===== config.mk =====
export PLATFORM = sky130hd
export DESIGN_NAME = spi_slave_top
export DESIGN_NICKNAME = d
export VERILOG_FILES = /design/src/design/spi_cmd_pkg.sv /design/src/design/spi_link_pkg.sv /design/src/design/spi_tx_buffer.sv /design/src/design/spi_slave_phy.sv /design/src/design/spi_slave_handler.sv /design/src/design/spi_slave_top.sv
export VERILOG_INCLUDE_DIRS = /design/src /design/src/design
export SDC_FILE = /design/constraint.sdc
export NUM_CORES = 1
export LEC_CHECK = 0
export BUFFER_PORTS_ARGS = -buffer_cell sky130_fd_sc_hd__buf_2
export CAP_MARGIN = 20
export CORE_ASPECT_RATIO = 0.6
export CORE_MARGIN = 2
export CORE_UTILIZATION = 50
export DETAILED_ROUTE_END_ITERATION = 8
export PLACE_DENSITY = 0.67
export SLEW_MARGIN = 40
export SYNTH_ARGS = -nofsm -noshare
export SYNTH_HDL_FRONTEND = slang
export SYNTH_SLANG_ARGS = --single-unit

===== constraint.sdc =====
create_clock -name clk -period 5.95 [get_ports clk]
set_clock_uncertainty 0.1 [all_clocks]
set_input_delay 1.4875 -clock clk [delete_from_list [all_inputs] [get_ports clk]]
set_output_delay 1.4875 -clock clk [all_outputs]
set_load 0.01 [all_outputs]

===== src/design/spi_slave_params.svh =====
`ifndef SPI_SLAVE_PARAMS_SVH
`define SPI_SLAVE_PARAMS_SVH

// ==========================================================
// buffer sizing
// ==========================================================

// bytes held for the master to read out
`define SPI_TX_DEPTH 16

// received bytes waiting for upload
`define SPI_RX_DEPTH 16

// ==========================================================
// line fill
// ==========================================================

// shifted out when nothing is buffered
`define SPI_IDLE_BYTE 8'hFF

`endif


===== src/design/spi_cmd_pkg.sv =====
package spi_cmd_pkg;

    // ==========================================================
    // command codes on the command bus
    // ==========================================================

    typedef enum logic [7:0] {
        CMD_SLAVE_WRITE = 8'h14,    // fill transmit buffer
        CMD_SLAVE_CTRL  = 8'h15     // control byte
    } spi_cmd_e;

    // ==========================================================
    // one command data byte, two views
    // ==========================================================

    // raw for write payload, fields for the control byte
    typedef union packed {
        logic [7:0] raw;
        struct packed {
            logic [5:0] reserved;
            logic       rx_flush;   // empty the receive queue
            logic       upload_en;  // upload on/off
        } ctrl;
    } slave_ctrl_u;

endpackage


===== src/design/spi_link_pkg.sv =====
package spi_link_pkg;

    // ==========================================================
    // upload link source ids
    // ==========================================================

    // tag carried with every uploaded byte
    typedef enum logic [7:0] {
        SRC_SPI_SLAVE = 8'h14
    } upload_src_e;

endpackage


===== src/design/spi_tx_buffer.sv =====
`include "spi_slave_params.svh"

module spi_tx_buffer import spi_cmd_pkg::*; (
    input  logic        clk,
    input  logic        rst_n,
    // command bus
    input  spi_cmd_e    i_cmd_type,
    input  logic [15:0] i_cmd_length,
    input  slave_ctrl_u i_cmd_data,
    input  logic [15:0] i_cmd_data_index,
    input  logic        i_cmd_start,
    input  logic        i_cmd_data_valid,
    input  logic        i_cmd_done,
    output logic        o_cmd_ready,
    // read port for the handler
    input  logic [3:0]  i_tx_rd_addr,
    output logic [7:0]  o_tx_rd_data,
    // results to the handler
    output logic [4:0]  o_tx_len,
    output logic        o_tx_loaded,
    output logic        o_upload_en,
    output logic        o_rx_flush
);

    localparam logic [1:0] ST_IDLE    = 2'd0;
    localparam logic [1:0] ST_COLLECT = 2'd1;
    localparam logic [1:0] ST_UPDATE  = 2'd2;

    logic [1:0] state;
    spi_cmd_e   cmd_q;
    logic [4:0] pend_len;
    logic       start_ok;
    logic       mem_we;
    logic [7:0] tx_mem [`SPI_TX_DEPTH];

    // ==========================================================
    // command acceptance
    // ==========================================================

    // write needs 1..depth bytes, control at least one
    always_comb begin
        case (i_cmd_type)
            CMD_SLAVE_WRITE: begin
                start_ok = (i_cmd_length != 16'd0) && (i_cmd_length <= `SPI_TX_DEPTH);
            end
            CMD_SLAVE_CTRL: begin
                start_ok = (i_cmd_length != 16'd0);
            end
            default: begin
                start_ok = 1'b0;
            end
        endcase
    end

    // ==========================================================
    // command FSM
    // ==========================================================

    always_ff @(posedge clk or negedge rst_n) begin
        if (!rst_n) begin
            state       <= ST_IDLE;
            cmd_q       <= CMD_SLAVE_WRITE;
            pend_len    <= '0;
            o_tx_len    <= '0;
            o_upload_en <= 1'b0;
            o_rx_flush  <= 1'b0;
        end else begin
            // flush is a single-cycle strobe
            o_rx_flush <= 1'b0;
            case (state)
                ST_IDLE: begin
                    // unknown codes and bad lengths keep us here
                    if (i_cmd_start && start_ok) begin
                        cmd_q    <= i_cmd_type;
                        pend_len <= i_cmd_length[4:0];
                        state    <= ST_COLLECT;
                    end
                end
                ST_COLLECT: begin
                    // control byte sits at index 0, takes effect next cycle
                    if (i_cmd_data_valid && (cmd_q == CMD_SLAVE_CTRL) &&
                        (i_cmd_data_index == 16'd0)) begin
                        o_upload_en <= i_cmd_data.ctrl.upload_en;
                        o_rx_flush  <= i_cmd_data.ctrl.rx_flush;
                    end
                    if (i_cmd_done) begin
                        state <= (cmd_q == CMD_SLAVE_WRITE) ? ST_UPDATE : ST_IDLE;
                    end
                end
                ST_UPDATE: begin
                    // new length goes out with the load strobe
                    o_tx_len <= pend_len;
                    state    <= ST_IDLE;
                end
                default: begin
                    state <= ST_IDLE;
                end
            endcase
        end
    end

    // ==========================================================
    // payload storage
    // ==========================================================

    assign mem_we = (state == ST_COLLECT) && i_cmd_data_valid &&
                    (cmd_q == CMD_SLAVE_WRITE) && (i_cmd_data_index < `SPI_TX_DEPTH);

    always_ff @(posedge clk) begin
        if (mem_we) begin
            tx_mem[i_cmd_data_index[3:0]] <= i_cmd_data.raw;
        end
    end

    assign o_tx_rd_data = tx_mem[i_tx_rd_addr];

    // busy only in the update cycle
    assign o_cmd_ready = (state != ST_UPDATE);
    assign o_tx_loaded = (state == ST_UPDATE);

endmodule


===== src/design/spi_slave_phy.sv =====
`include "spi_slave_params.svh"

module spi_slave_phy (
    input  logic       clk,
    input  logic       rst_n,
    // SPI pins
    input  logic       i_spi_clk,
    input  logic       i_spi_cs_n,
    input  logic       i_spi_mosi,
    output logic       o_spi_miso,
    // byte interface
    input  logic [7:0] i_tx_byte,
    output logic [7:0] o_rx_byte,
    output logic       o_byte_done,
    output logic       o_frame_start
);

    localparam logic [7:0] IDLE_BYTE = `SPI_IDLE_BYTE;

    logic [2:0] sclk_sync;
    logic [2:0] cs_sync;
    logic [1:0] mosi_sync;
    logic       sclk_rise;
    logic       sclk_fall;
    logic       cs_fall;
    logic       cs_active;
    logic       rx_bit_en;
    logic [2:0] bit_cnt;
    logic       reload;
    logic [7:0] tx_shift;
    logic [7:0] rx_shift;

    // ==========================================================
    // pin synchronizers
    // ==========================================================

    // two flops each, third stage for edge detect
    always_ff @(posedge clk or negedge rst_n) begin
        if (!rst_n) begin
            sclk_sync <= 3'b000;
            cs_sync   <= 3'b111;
            mosi_sync <= 2'b00;
        end else begin
            sclk_sync <= {sclk_sync[1:0], i_spi_clk};
            cs_sync   <= {cs_sync[1:0], i_spi_cs_n};
            mosi_sync <= {mosi_sync[0], i_spi_mosi};
        end
    end

    assign sclk_rise = sclk_sync[1] & ~sclk_sync[2];
    assign sclk_fall = ~sclk_sync[1] & sclk_sync[2];
    assign cs_fall   = cs_sync[2] & ~cs_sync[1];
    assign cs_active = ~cs_sync[1];

    // mosi sampling point, mode 0
    assign rx_bit_en = cs_active && !cs_fall && sclk_rise;

    // ==========================================================
    // bit counter and transmit shifter
    // ==========================================================

    always_ff @(posedge clk or negedge rst_n) begin
        if (!rst_n) begin
            bit_cnt       <= 3'd0;
            reload        <= 1'b0;
            tx_shift      <= IDLE_BYTE;
            o_byte_done   <= 1'b0;
            o_frame_start <= 1'b0;
        end else begin
            o_byte_done   <= 1'b0;
            o_frame_start <= 1'b0;
            if (cs_fall) begin
                // first byte must be on the line before the first rise
                tx_shift      <= i_tx_byte;
                bit_cnt       <= 3'd0;
                reload        <= 1'b0;
                o_frame_start <= 1'b1;
            end else if (!cs_active) begin
                // partial byte dropped
                bit_cnt <= 3'd0;
                reload  <= 1'b0;
            end else begin
                if (sclk_rise) begin
                    bit_cnt <= bit_cnt + 3'd1;
                    if (bit_cnt == 3'd7) begin
                        o_byte_done <= 1'b1;
                        reload      <= 1'b1;
                    end
                end
                if (sclk_fall) begin
                    // next byte on the fall after a completed byte
                    if (reload) begin
                        tx_shift <= i_tx_byte;
                        reload   <= 1'b0;
                    end else begin
                        tx_shift <= {tx_shift[6:0], 1'b1};
                    end
                end
            end
        end
    end

    // ==========================================================
    // receive shifter
    // ==========================================================

    // msb first
    always_ff @(posedge clk) begin
        if (rx_bit_en) begin
            rx_shift <= {rx_shift[6:0], mosi_sync[1]};
            if (bit_cnt == 3'd7) begin
                o_rx_byte <= {rx_shift[6:0], mosi_sync[1]};
            end
        end
    end

    // delayed cs stage lines up with the shifter load
    assign o_spi_miso = cs_sync[2] ? IDLE_BYTE[7] : tx_shift[7];

endmodule


===== src/design/spi_slave_handler.sv =====
`include "spi_slave_params.svh"

module spi_slave_handler import spi_link_pkg::*; (
    input  logic        clk,
    input  logic        rst_n,
    // from the transmit buffer
    input  logic [4:0]  i_tx_len,
    input  logic        i_tx_loaded,
    input  logic [7:0]  i_tx_rd_data,
    input  logic        i_upload_en,
    input  logic        i_rx_flush,
    output logic [3:0]  o_tx_rd_addr,
    // serial engine
    input  logic [7:0]  i_rx_byte,
    input  logic        i_byte_done,
    input  logic        i_frame_start,
    output logic [7:0]  o_tx_byte,
    // upload port
    input  logic        i_upload_ready,
    output logic        o_upload_valid,
    output logic [7:0]  o_upload_data,
    output upload_src_e o_upload_source,
    output logic        o_upload_active
);

    localparam int         RX_AW     = $clog2(`SPI_RX_DEPTH);
    localparam logic [7:0] IDLE_BYTE = `SPI_IDLE_BYTE;
    localparam logic       UP_IDLE   = 1'b0;
    localparam logic       UP_GAP    = 1'b1;

    logic [4:0]     tx_ptr;
    logic           tx_fetch;
    logic [7:0]     rx_mem [`SPI_RX_DEPTH];
    logic [RX_AW:0] rx_wr_ptr;
    logic [RX_AW:0] rx_rd_ptr;
    logic           rx_empty;
    logic           rx_full;
    logic           rx_push;
    logic           rx_pop;
    logic           up_state;

    // ==========================================================
    // transmit pointer
    // ==========================================================

    // saturates at the length, no rewind at frame end
    always_ff @(posedge clk or negedge rst_n) begin
        if (!rst_n) begin
            tx_ptr    <= '0;
            tx_fetch  <= 1'b0;
            o_tx_byte <= IDLE_BYTE;
        end else begin
            if (i_tx_loaded) begin
                tx_ptr <= '0;
            end else if (i_byte_done && (tx_ptr < i_tx_len)) begin
                tx_ptr <= tx_ptr + 5'd1;
            end
            // refetch once the pointer has settled
            tx_fetch <= i_tx_loaded | i_byte_done | i_frame_start;
            if (tx_fetch) begin
                o_tx_byte <= (tx_ptr < i_tx_len) ? i_tx_rd_data : IDLE_BYTE;
            end
        end
    end

    assign o_tx_rd_addr = tx_ptr[3:0];

    // ==========================================================
    // receive queue
    // ==========================================================

    // extra pointer bit tells full from empty
    assign rx_empty = (rx_wr_ptr == rx_rd_ptr);
    assign rx_full  = (rx_wr_ptr[RX_AW] != rx_rd_ptr[RX_AW]) &&
                      (rx_wr_ptr[RX_AW-1:0] == rx_rd_ptr[RX_AW-1:0]);
    assign rx_push  = i_byte_done && !rx_full;
    assign rx_pop   = (up_state == UP_IDLE) && i_upload_en && !rx_empty &&
                      i_upload_ready && !i_rx_flush;

    always_ff @(posedge clk or negedge rst_n) begin
        if (!rst_n) begin
            rx_wr_ptr <= '0;
            rx_rd_ptr <= '0;
        end else if (i_rx_flush) begin
            rx_wr_ptr <= '0;
            rx_rd_ptr <= '0;
        end else begin
            if (rx_push) begin
                rx_wr_ptr <= rx_wr_ptr + 1'b1;
            end
            if (rx_pop) begin
                rx_rd_ptr <= rx_rd_ptr + 1'b1;
            end
        end
    end

    always_ff @(posedge clk) begin
        if (rx_push) begin
            rx_mem[rx_wr_ptr[RX_AW-1:0]] <= i_rx_byte;
        end
        if (rx_pop) begin
            o_upload_data <= rx_mem[rx_rd_ptr[RX_AW-1:0]];
        end
    end

    // ==========================================================
    // upload sequencer
    // ==========================================================

    // strobe, then one idle cycle
    always_ff @(posedge clk or negedge rst_n) begin
        if (!rst_n) begin
            up_state       <= UP_IDLE;
            o_upload_valid <= 1'b0;
        end else begin
            case (up_state)
                UP_IDLE: begin
                    if (rx_pop) begin
                        o_upload_valid <= 1'b1;
                        up_state       <= UP_GAP;
                    end
                end
                default: begin
                    o_upload_valid <= 1'b0;
                    up_state       <= UP_IDLE;
                end
            endcase
        end
    end

    assign o_upload_source = SRC_SPI_SLAVE;
    assign o_upload_active = i_upload_en && !rx_empty;

endmodule


===== src/design/spi_slave_top.sv =====
module spi_slave_top import spi_cmd_pkg::*, spi_link_pkg::*; (
    input  logic        clk,
    input  logic        rst_n,
    // command bus
    input  spi_cmd_e    i_cmd_type,
    input  logic [15:0] i_cmd_length,
    input  slave_ctrl_u i_cmd_data,
    input  logic [15:0] i_cmd_data_index,
    input  logic        i_cmd_start,
    input  logic        i_cmd_data_valid,
    input  logic        i_cmd_done,
    output logic        o_cmd_ready,
    // SPI pins
    input  logic        i_spi_clk,
    input  logic        i_spi_cs_n,
    input  logic        i_spi_mosi,
    output logic        o_spi_miso,
    // upload port
    input  logic        i_upload_ready,
    output logic        o_upload_valid,
    output logic [7:0]  o_upload_data,
    output upload_src_e o_upload_source,
    output logic        o_upload_active
);

    // buffer to handler
    logic [3:0] tx_rd_addr;
    logic [7:0] tx_rd_data;
    logic [4:0] tx_len;
    logic       tx_loaded;
    logic       upload_en;
    logic       rx_flush;
    // engine to handler
    logic [7:0] rx_byte;
    logic       byte_done;
    logic       frame_start;
    logic [7:0] tx_byte;

    // ==========================================================
    // command side
    // ==========================================================

    spi_tx_buffer u_tx_buffer (
        .clk              (clk),
        .rst_n            (rst_n),
        .i_cmd_type       (i_cmd_type),
        .i_cmd_length     (i_cmd_length),
        .i_cmd_data       (i_cmd_data),
        .i_cmd_data_index (i_cmd_data_index),
        .i_cmd_start      (i_cmd_start),
        .i_cmd_data_valid (i_cmd_data_valid),
        .i_cmd_done       (i_cmd_done),
        .o_cmd_ready      (o_cmd_ready),
        .i_tx_rd_addr     (tx_rd_addr),
        .o_tx_rd_data     (tx_rd_data),
        .o_tx_len         (tx_len),
        .o_tx_loaded      (tx_loaded),
        .o_upload_en      (upload_en),
        .o_rx_flush       (rx_flush)
    );

    // ==========================================================
    // serial engine
    // ==========================================================

    spi_slave_phy u_phy (
        .clk           (clk),
        .rst_n         (rst_n),
        .i_spi_clk     (i_spi_clk),
        .i_spi_cs_n    (i_spi_cs_n),
        .i_spi_mosi    (i_spi_mosi),
        .o_spi_miso    (o_spi_miso),
        .i_tx_byte     (tx_byte),
        .o_rx_byte     (rx_byte),
        .o_byte_done   (byte_done),
        .o_frame_start (frame_start)
    );

    // ==========================================================
    // handler
    // ==========================================================

    spi_slave_handler u_handler (
        .clk             (clk),
        .rst_n           (rst_n),
        .i_tx_len        (tx_len),
        .i_tx_loaded     (tx_loaded),
        .i_tx_rd_data    (tx_rd_data),
        .i_upload_en     (upload_en),
        .i_rx_flush      (rx_flush),
        .o_tx_rd_addr    (tx_rd_addr),
        .i_rx_byte       (rx_byte),
        .i_byte_done     (byte_done),
        .i_frame_start   (frame_start),
        .o_tx_byte       (tx_byte),
        .i_upload_ready  (i_upload_ready),
        .o_upload_valid  (o_upload_valid),
        .o_upload_data   (o_upload_data),
        .o_upload_source (o_upload_source),
        .o_upload_active (o_upload_active)
    );

endmodule


After elaboration in Yosys (flattened, before gate mapping)
Memory sizes are Yosys's and may differ from the RTL's. A register that Yosys moved wholly into a read port is not among the register bits. Index checks and enable logic that the tools add are counted. Widths: inputs -> output; s select.

$add $sub $neg: 4. $lt $le $gt $ge: 3. Equality and inequality tests: 14. Muxes and demuxes: 41. Bitwise operators: 9. Reductions and logical operators: 35.

Operators with widths (number): $mux 8 (5); $eq 8x5->1 const B (4); $mux 5 (6); $mux 1 (22); $logic_and 1x1->1 (17); $le 16x5->1 const B (1); $logic_not 16->1 (1); $lt 16x5->1 const B (1); $reduce_bool 16->1 (1); $add 5x1->5 const B (3); $reduce_and 2->1 (5); $reduce_bool 2->1 (5); $mux 3 (3); $mux 2 (3); $ne 2x2->1 const B (3); $eq 5x5->1 (1); $lt 5x5->1 (1); $eq 4x4->1 (1); $logic_not 1->1 (4); $not 1->1 (4); $pmux 2 s2 (1); $add 3x1->3 const B (1); $and 1x1->1 (3); $eq 3x3->1 const B (1); other kinds (8) (9).

Register bits: 85. Memory bits (writable): 256. Input bits: 57. Output and inout bits: 20. Memories: 2.

Memory list: u_handler.rx_mem (depth 16, width 8, rd ports 1, clocked after Yosys merged registers in 1, wr ports 1, RTL line spi_slave_handler.sv:33) `` logic [7:0] rx_mem [`SPI_RX_DEPTH]; ``; u_tx_buffer.tx_mem (depth 16, width 8, rd ports 1, clocked after Yosys merged registers in 0, wr ports 1, RTL line spi_tx_buffer.sv:34) `` logic [7:0] tx_mem [`SPI_TX_DEPTH]; ``.

Depth between registers and ports, before layout
Gate-level depths: netlist of run 1.

Word-level depth: 7. Mapped depth: 7. Gate-level depth less buffers: 6.

By module
From an unflattened synthesis of run 1, not the netlist that was laid out.

Cells, all modules: 721. Area, all modules: 14143.6 µm².

Modules (own cells, without submodules): spi_slave_handler (instances 1, cells an instance 352, area an instance 6779.0 µm², seq. area each 4744.6 µm²); spi_tx_buffer (instances 1, cells an instance 293, area an instance 5963.2 µm², seq. area each 4396.7 µm²); spi_slave_phy (instances 1, cells an instance 76, area an instance 1401.3 µm², seq. area each 1014.7 µm²).

Worst setup path after synthesis of run 1
No wires, ideal clock.

Kind: input to register. Start: input i_cmd_data_index[15]. End: memory u_tx_buffer.tx_mem[0][0], enable pin. Setup time: 0.383 ns. Data arrival time: 2.965 ns. Required time: 5.467 ns. Slack: 2.501 ns. Stages on the path: 5. Path buffers: 0. Cell sequence: nor4_1 nand4b_1 nor4_1 nand2b_1 nor3_1.

Longest elaborated chain between the ends: 4.

RTL lines: start, declared (RTL line spi_slave_top.sv:8) `input logic [15:0] i_cmd_data_index,`; $lt 16x5->1 (no source line); $logic_and 1x1->1 (RTL line spi_tx_buffer.sv:106) `assign mem_we = (state == ST_COLLECT) && i_cmd_data_valid &&`; $mux 1 (RTL line spi_tx_buffer.sv:110) `if (mem_we) begin`; $mux 1 (not written as such) (RTL line spi_tx_buffer.sv:111) `tx_mem[i_cmd_data_index[3:0]] <= i_cmd_data.raw;`; end, declared (RTL line spi_tx_buffer.sv:34).

Every way passes these cells.

Worst setup path after layout of run 1
Start: register u_handler.rx_rd_ptr[0]. End: output o_upload_active.

Longest elaborated chain between the ends: 3.

RTL lines: start, declared (RTL line spi_slave_handler.sv:35) `logic [RX_AW:0] rx_rd_ptr;`; start signal, assigned (RTL line spi_slave_handler.sv:92) `rx_rd_ptr <= rx_rd_ptr + 1'b1;`; $eq 5x5->1 (RTL line spi_slave_handler.sv:73) `assign rx_empty = (rx_wr_ptr == rx_rd_ptr);`; $logic_not 1->1 (RTL line spi_slave_handler.sv:132) `assign o_upload_active = i_upload_en && !rx_empty;`; $logic_and 1x1->1 (RTL line spi_slave_handler.sv:132); end, declared (RTL line spi_slave_top.sv:23) `output logic o_upload_active`.

Every way passes these cells.

==> reports/qor.txt, run 1 <==
Sw Ratio = 20.2%
CTS max path bufs = 3
top cells by count, synth = edfxtp_1 (279), mux4_2 (64), nor2_1 (50)
clk sinks = 349
worst-margin pin slew = 0.836 ns
worst-path fanout max = 36
Pleak = 0.00531 uW
Worst Hold Class = flip-flop to flip-flop
area leader, netlist = edfxtp_1
DRC = 0
post-layout minimum cycle time = 3.82 ns
largest family of logic cells by synthesized area = multiplexers
# rows = 47
post-place instance area = 0.0146 sq mm
number of enable-type register cells in the synthesized netlist = 279
Mapped Avg Cell Area = 18.0 sq um
# Post-CTS Setup Buffers = 0
vias in the first global route = 7280
initial DRC count = 742
Design Power = 4830 uW
chip width = 219 um
Max Cap Viol = 0
crit path kind = flip-flop to output port
largest net degree at the start of global routing = 71
mux cell area share after synthesis = 13.2%
final worst path period share = 64.2%
final hold viol count = 0
Synth Area in Compound Gates = 3.66%
Mapped Area = 0.0139 sq mm
CP max stage cell = buf_4
status = finished, final reports clean
Int Power = 3860 uW
sequential share of power = 55.1%
DR WL/cell = 23.7 um
Worst path max stage delay = 0.58 ns
CP arrival = 2.24 ns
worst endpoint required time = 4.36 ns
Syn-to-layout area delta = 13.2%
Final #Nets = 919
CTS Hold Bufs = 0
fillcell total = 2076
GRT Resource Usage Total = 21.2%
IO Pins = 77
Port-buffer cells = 68
RSZ-0062 raised after global routing = no
Die Ht = 133 um
global-route wire length before repair = 45.1 mm
CTS Buf Count = 34
post-route cell area = 0.0157 sq mm
Unique masters post-synth = 52
CTS root buf = clkbuf_16
Clk Latency, worst-skew pair = 0.53 ns
share of layout cells above drive strength 1 = 28.2%
Synth area leaders = edfxtp_1 (60%), mux4_2 (10%), dfrtp_1 (8.8%)
PwrDens = 308 mW/mm^2
CTS tree = yes
async set-reset flop share out of synthesis = 20.1%
overflow left after global routing = 0
Total Neg Setup Slack = 0 ns
register area share after synthesis = 73.2%
setup violators final = 0
CTS clock-pin slew for the worst setup and hold paths = 0.06 ns
crit path cell chain = buf_4 -> xnor2_1 -> and4_1 -> a21boi_0 -> buf_2
Clk network pwr share = 43.1%
dpl ws = 2.02 ns
# H-tree levels = 2
Post-DP HPWL = 19.7 mm
RePlAce Congestion = 0.813
Worst slew margin = 44.1%
top cell type's share of synthesized area = 60.4%
Routed WL = 29.5 mm
total number of vias = 7218
Ant. Diodes = 0
initial core utilization = 50.6%
Final Util = 57.3%
most frequent cell after synthesis = edfxtp_1
Synth Area in Adders = 1.08%
CP delay by family, top = buffers and inverters
Synth Warn # = 0
Synth Area in Simple Gates = 6.08%
CTS resizes = 0
sum of buffers and inverters on the critical path = 2
post-route setup slack = 2.13 ns
XOR/XNOR share of the synthesized area = 0.758%
final max-slew violation count = 0
remaining antenna violation count after routing = 0
Fmax = 0.262 GHz
CP Launch Type = flip-flop
number of detailed-route iterations in the first pass = 5
Core Area = 0.0274 sq mm
Combinational Power Share = 1.9%
CP Capture Type = output port
vias per cell = 5.81
antenna violations before repair = 0
dominant synthesized flop cell = edfxtp_1
die area = 0.0291 sq mm
post-synthesis cell count = 772
Yosys reg bits = 349
switching power = 975 uW
worst vdd ir = 0.189 mV
==> sequential cells by signal, indices dropped and copies added, names as in the netlist, 2 cells and up <==
signal and count:
u_phy.sclk_sync 3, u_tx_buffer.state 2, u_handler.rx_rd_ptr 5, u_handler.o_upload_data 8
u_phy.tx_shift 8, u_phy.mosi_sync 2, u_tx_buffer.o_tx_len 5, u_phy.bit_cnt 3
u_phy.o_rx_byte 8, u_handler.rx_mem 128, u_tx_buffer.tx_mem 128, u_tx_buffer.pend_len 5
u_phy.cs_sync 3, u_handler.tx_ptr 5, u_tx_buffer.cmd_q 8, u_handler.o_tx_byte 8
u_handler.rx_wr_ptr 5, u_phy.rx_shift 7
==> placed cells by master (no fill, tap or decap), types with 4 or more instances in the layout <==
cell,count
edfxtp_1,279
buf_2,67
mux4_2,64
dfrtp_1,46
nor2_1,41
clkbuf_16,34
nand2_1,29
mux2i_1,25
a21oi_1,25
dfstp_2,21
nor2b_1,17
nand2b_1,16
a211oi_1,14
inv_1,12
ha_1,12
xnor2_1,10
nor2_2,10
nor3_1,10
o21ai_1,9
buf_4,9
nor4_1,8
conb_1,8
clkbuf_1,8
o22a_1,7
o221ai_1,7
mux2_2,6
clkinv_2,6
nand3_1,5
nor3_2,4
o21ai_0,4
mux2_1,4
==> metrics by stage <==
step | hold slack, ns | cells
6_report | 0.247 | 1243
5_1_grt | 0.262 | 1243
4_1_cts | 0.249 | 1243
3_5_place_dp | 0.235 | 1181
3_3_place_gp | 0.238 | 1181
2_1_floorplan | 0.231 | 778
==> layer usage <==
layer | up-vias | track usage (%) | share of wire [%]
met5 | - | 0 | 0
met4 | 0 | 4.92 | 1.5
met3 | 37 | 5.26 | 8.0
met2 | 260 | 27.9 | 42
met1 | 3755 | 35.4 | 49
li1 | 3166 | - | -
==> path summary, 6_finish.rpt <==
check	from	to	slack [ns]	cells past startpoint
setup / recovery	u_handler.rx_rd_ptr[0]	o_upload_active	2.13	5
hold / removal	u_phy.mosi_sync[0]	u_phy.mosi_sync[1]	0.25	0
setup reg to reg	u_tx_buffer.cmd_q[4]	u_tx_buffer.tx_mem[15][3]	2.88	5
hold reg to reg	u_phy.mosi_sync[0]	u_phy.mosi_sync[1]	0.25	0
max in group asynchronous	rst_n	u_handler.tx_ptr[1]	4.37	1
min in group asynchronous	rst_n	u_phy.sclk_sync[0]	0.88	1
==> kinds of logic after synthesis <==
group           count (synthesis)
compound gates                 77
xor+xnor                       12
fa+ha+maj                      12
buf+inv                        53
flops                         349
mux                           101
other cells                     2
simple gates                  166
==> power by group through the flow <==
stage,Clock [uW],Sequential (uW),Combinational (uW)
finish,2080,2660,90.6
floorplan,0,2700,38.6
CTS,2120,2660,90.7
detailed placement,0,2710,90.6
global placement,0,2710,85.0
global route,2220,2660,102
==> worst register-to-register path: stages, from the launching register on <==
cell	delay (ns)
dfstp_2	0.52
nor4b_1	0.47
nand4b_1	0.26
nor4_1	0.43
nand2_1	0.23
nor2_1	0.69
==> area by class of cell <==
cell class | count | area [sq um] | share of cell area, %
Inverter | 12 | 45.0 | 0.287
Tap cell | 367 | 459 | 2.92
Timing Repair Buffer | 77 | 414 | 2.64
Clock buffer | 44 | 908 | 5.78
Multi-Input combinational cell | 376 | 3550 | 22.6
Clock inverter | 18 | 166 | 1.06
Sequential cell | 349 | 10200 | 64.7
Note: power is estimated with default switching activity, not from simulation.
==> inputs of run 2 (changes only) <==
==> constraint.sdc (replaced) <==
create_clock -name clk -period 3.91 [get_ports clk]
set_clock_uncertainty 0.1 [all_clocks]
set_input_delay 0.9775 -clock clk [delete_from_list [all_inputs] [get_ports clk]]
set_output_delay 0.9775 -clock clk [all_outputs]
set_load 0.01 [all_outputs]
==> run 2 against run 1 <==
Effect of this change: routed wire length is 1.6% higher; sequential cell count is the same; highest routed layer unchanged; worst setup slack got worse by 1.5 ns; design area shrank 0.16%.
==> reports/qor.txt, run 2 (synthesis gave the netlist of run 1 again) <==
Total Neg Setup Slack = 0 ns (unchanged)
final worst path period share = 84.3%
vias per cell = 5.87 (was 5.81)
worst-margin pin slew = 0.841 ns (was 0.836 ns)
Fmax = 0.303 GHz
chip width = 219 um (unchanged)
PwrDens = 468 mW/mm^2 (was 308 mW/mm^2)
clk sinks = 349 (unchanged)
post-route cell area = 0.0157 sq mm (about the same)
most common cell after layout, fill and taps aside = edfxtp_1 (unchanged)
Worst slew margin = 43.8% (was 44.1%)
CTS Buf Count = 31 (was 34)
total number of vias = 7312 (was 7218)
# Post-CTS Setup Buffers = 0 (unchanged)
IO Pins = 77 (unchanged)
number of detailed-route iterations in the first pass = 6 (was 5)
CP arrival = 2.22 ns (was 2.24 ns)
Routed WL = 29.9 mm (was 29.5 mm)
Clk Latency, worst-skew pair = 0.56 ns (was 0.53 ns)
Pleak = 0.00533 uW (was 0.00531 uW)
CTS Hold Bufs = 0 (unchanged)
CTS resizes = 0 (unchanged)
overflow left after global routing = 0 (unchanged)
initial DRC count = 938 (was 742)
Die Ht = 133 um (unchanged)
crit path cell chain = xnor2_1 -> and4_1 -> a21boi_0 -> buf_2 (was buf_4 -> xnor2_1 -> and4_1 -> a21boi_0 -> buf_2)
fillcell total = 2086 (was 2076)
Syn-to-layout area delta = 13.0% (was 13.2%)
CTS root buf = clkbuf_16 (unchanged)
final max-slew violation count = 0 (unchanged)
CP max stage cell = dfrtp_1 (was buf_4)
CP delay by family, top = flip-flops (was buffers and inverters)
RSZ-0062 raised after global routing = no (unchanged)
post-layout minimum cycle time = 3.30 ns
DR WL/cell = 24.0 um (was 23.7 um)
GRT Resource Usage Total = 21.2% (about the same)
Max Cap Viol = 0 (unchanged)
crit path kind = flip-flop to output port (unchanged)
worst-path fanout max = 19 (was 36)
commonest non-fill, non-tap cells in the layout = edfxtp_1 (279), buf_2 (67), mux4_2 (64) (unchanged)
DRC = 0 (unchanged)
share of layout cells above drive strength 1 = 27.3% (was 28.2%)
worst vdd ir = 0.369 mV (was 0.189 mV)
# H-tree levels = 1 (was 2)
antenna violations before repair = 1 (was 0)
terminus of the critical flop-to-flop path = u_tx_buffer.tx_mem[1][1] (was u_tx_buffer.tx_mem[15][3])
vias in the first global route = 7509 (was 7280)
Reg2Reg Setup Slack = 0.89 ns (was 2.88 ns)
CP Capture Type = output port (unchanged)
sum of buffers and inverters on the critical path = 1 (was 2)
Worst Hold Class = flip-flop to flip-flop (unchanged)
CP Launch Type = flip-flop (unchanged)
critical path depth = 4 (was 5)
Port-buffer cells = 68 (unchanged)
hold_ws = 0.248 ns (was 0.247 ns)
Final #Nets = 923 (was 919)
crit path to = o_upload_active (unchanged)
setup violators final = 0 (unchanged)
R2R cell count = 5 (unchanged)
reg-to-reg startpoint = u_tx_buffer.cmd_q[4] (unchanged)
CTS clock-pin slew for the worst setup and hold paths = 0.06 ns (about the same)
worst endpoint required time = 2.83 ns (was 4.36 ns)
Ant. Diodes = 0 (unchanged)
CTS tree = yes (unchanged)
crit path launch = u_handler.rx_rd_ptr[3] (was u_handler.rx_rd_ptr[0])
remaining antenna violation count after routing = 0 (unchanged)
largest net degree at the start of global routing = 71 (unchanged)
post-place instance area = 0.0146 sq mm (about the same)
Multi-input gate area = 0.00349 sq mm (was 0.00355 sq mm)
hold path depth = 0 (unchanged)
Core Area = 0.0274 sq mm (unchanged)
RePlAce Congestion = 0.898 (was 0.813)
# rows = 47 (unchanged)
CTS max path bufs = 3 (unchanged)
final hold viol count = 0 (unchanged)
Worst path max stage delay = 0.79 ns (was 0.58 ns)
Register Area = 0.0102 sq mm (unchanged)
die area = 0.0291 sq mm (unchanged)
Post-DP HPWL = 20.6 mm (was 19.7 mm)
status = finished, final reports clean (unchanged)
initial core utilization = 50.6% (unchanged)
global-route wire length before repair = 45.3 mm (was 45.1 mm)
-- run 2: cell type report --
cell class              count  share of cell area (%)
clock buffers              42                    5.40
clock inverters            15                    1.33
inverters                  12                   0.287
multi-input cells         376                    22.3
flip-flops and latches    349                    64.8
well taps                 367                    2.93
repair buffers             84                    2.98
-- run 2: worst min-delay path by stage --
stage / from / end / slack [ns]
floorplan: u_phy.mosi_sync[0] / u_phy.mosi_sync[1] / 0.23
global placement: u_phy.mosi_sync[0] / u_phy.mosi_sync[1] / 0.24
detailed placement: u_phy.sclk_sync[0] / u_phy.sclk_sync[1] / 0.23
CTS: u_phy.sclk_sync[0] / u_phy.sclk_sync[1] / 0.25
global route: u_phy.sclk_sync[0] / u_phy.sclk_sync[1] / 0.25
finish: u_phy.sclk_sync[0] / u_phy.sclk_sync[1] / 0.25
-- run 2: report_power, final --
| group | total (uW) | leakage, uW | switching (uW) | internal, uW |
|---|---|---|---|---|
| sequential | 4050 | 0.00339 | 18.2 | 4030 |
| clock | 3150 | 0.000504 | 1300 | 1850 |
| combinational | 140 | 0.00144 | 92.4 | 47.6 |
| total | 7340 | 0.00533 | 1420 | 5920 |
-- run 2: worst register-to-register path, cell delays in order (launching register included) --
cell	delay, ns
dfstp_2	0.52
nor4b_1	0.50
nand4b_1	0.25
nor4_1	0.42
nand2b_1	0.25
nor2_1	0.61
-- run 2: routing by layer --
metal | vias to the layer above | GRT usage, % | wire (um)
met1 | 3775 | 33.9 | 13900
li1 | 3167 | - | -
met3 | 34 | 7.20 | 3330
met4 | 0 | 3.75 | 456
met5 | - | 0 | 0
met2 | 336 | 28.4 | 12200
-- run 2: per-stage QoR --
stage | total power, uW | setup WS (ns) | utilization [%] | std cells
after detailed placement | 4260 | 0.638 | 53.3 | 1188
final | 7340 | 0.612 | 57.2 | 1245
after global routing | 7550 | 0.414 | 57.2 | 1245
after CTS | 7390 | 0.607 | 57.1 | 1245
after global placement | 4260 | 0.677 | 53.3 | 1188
after floorplan | 4170 | 0.971 | - | 778
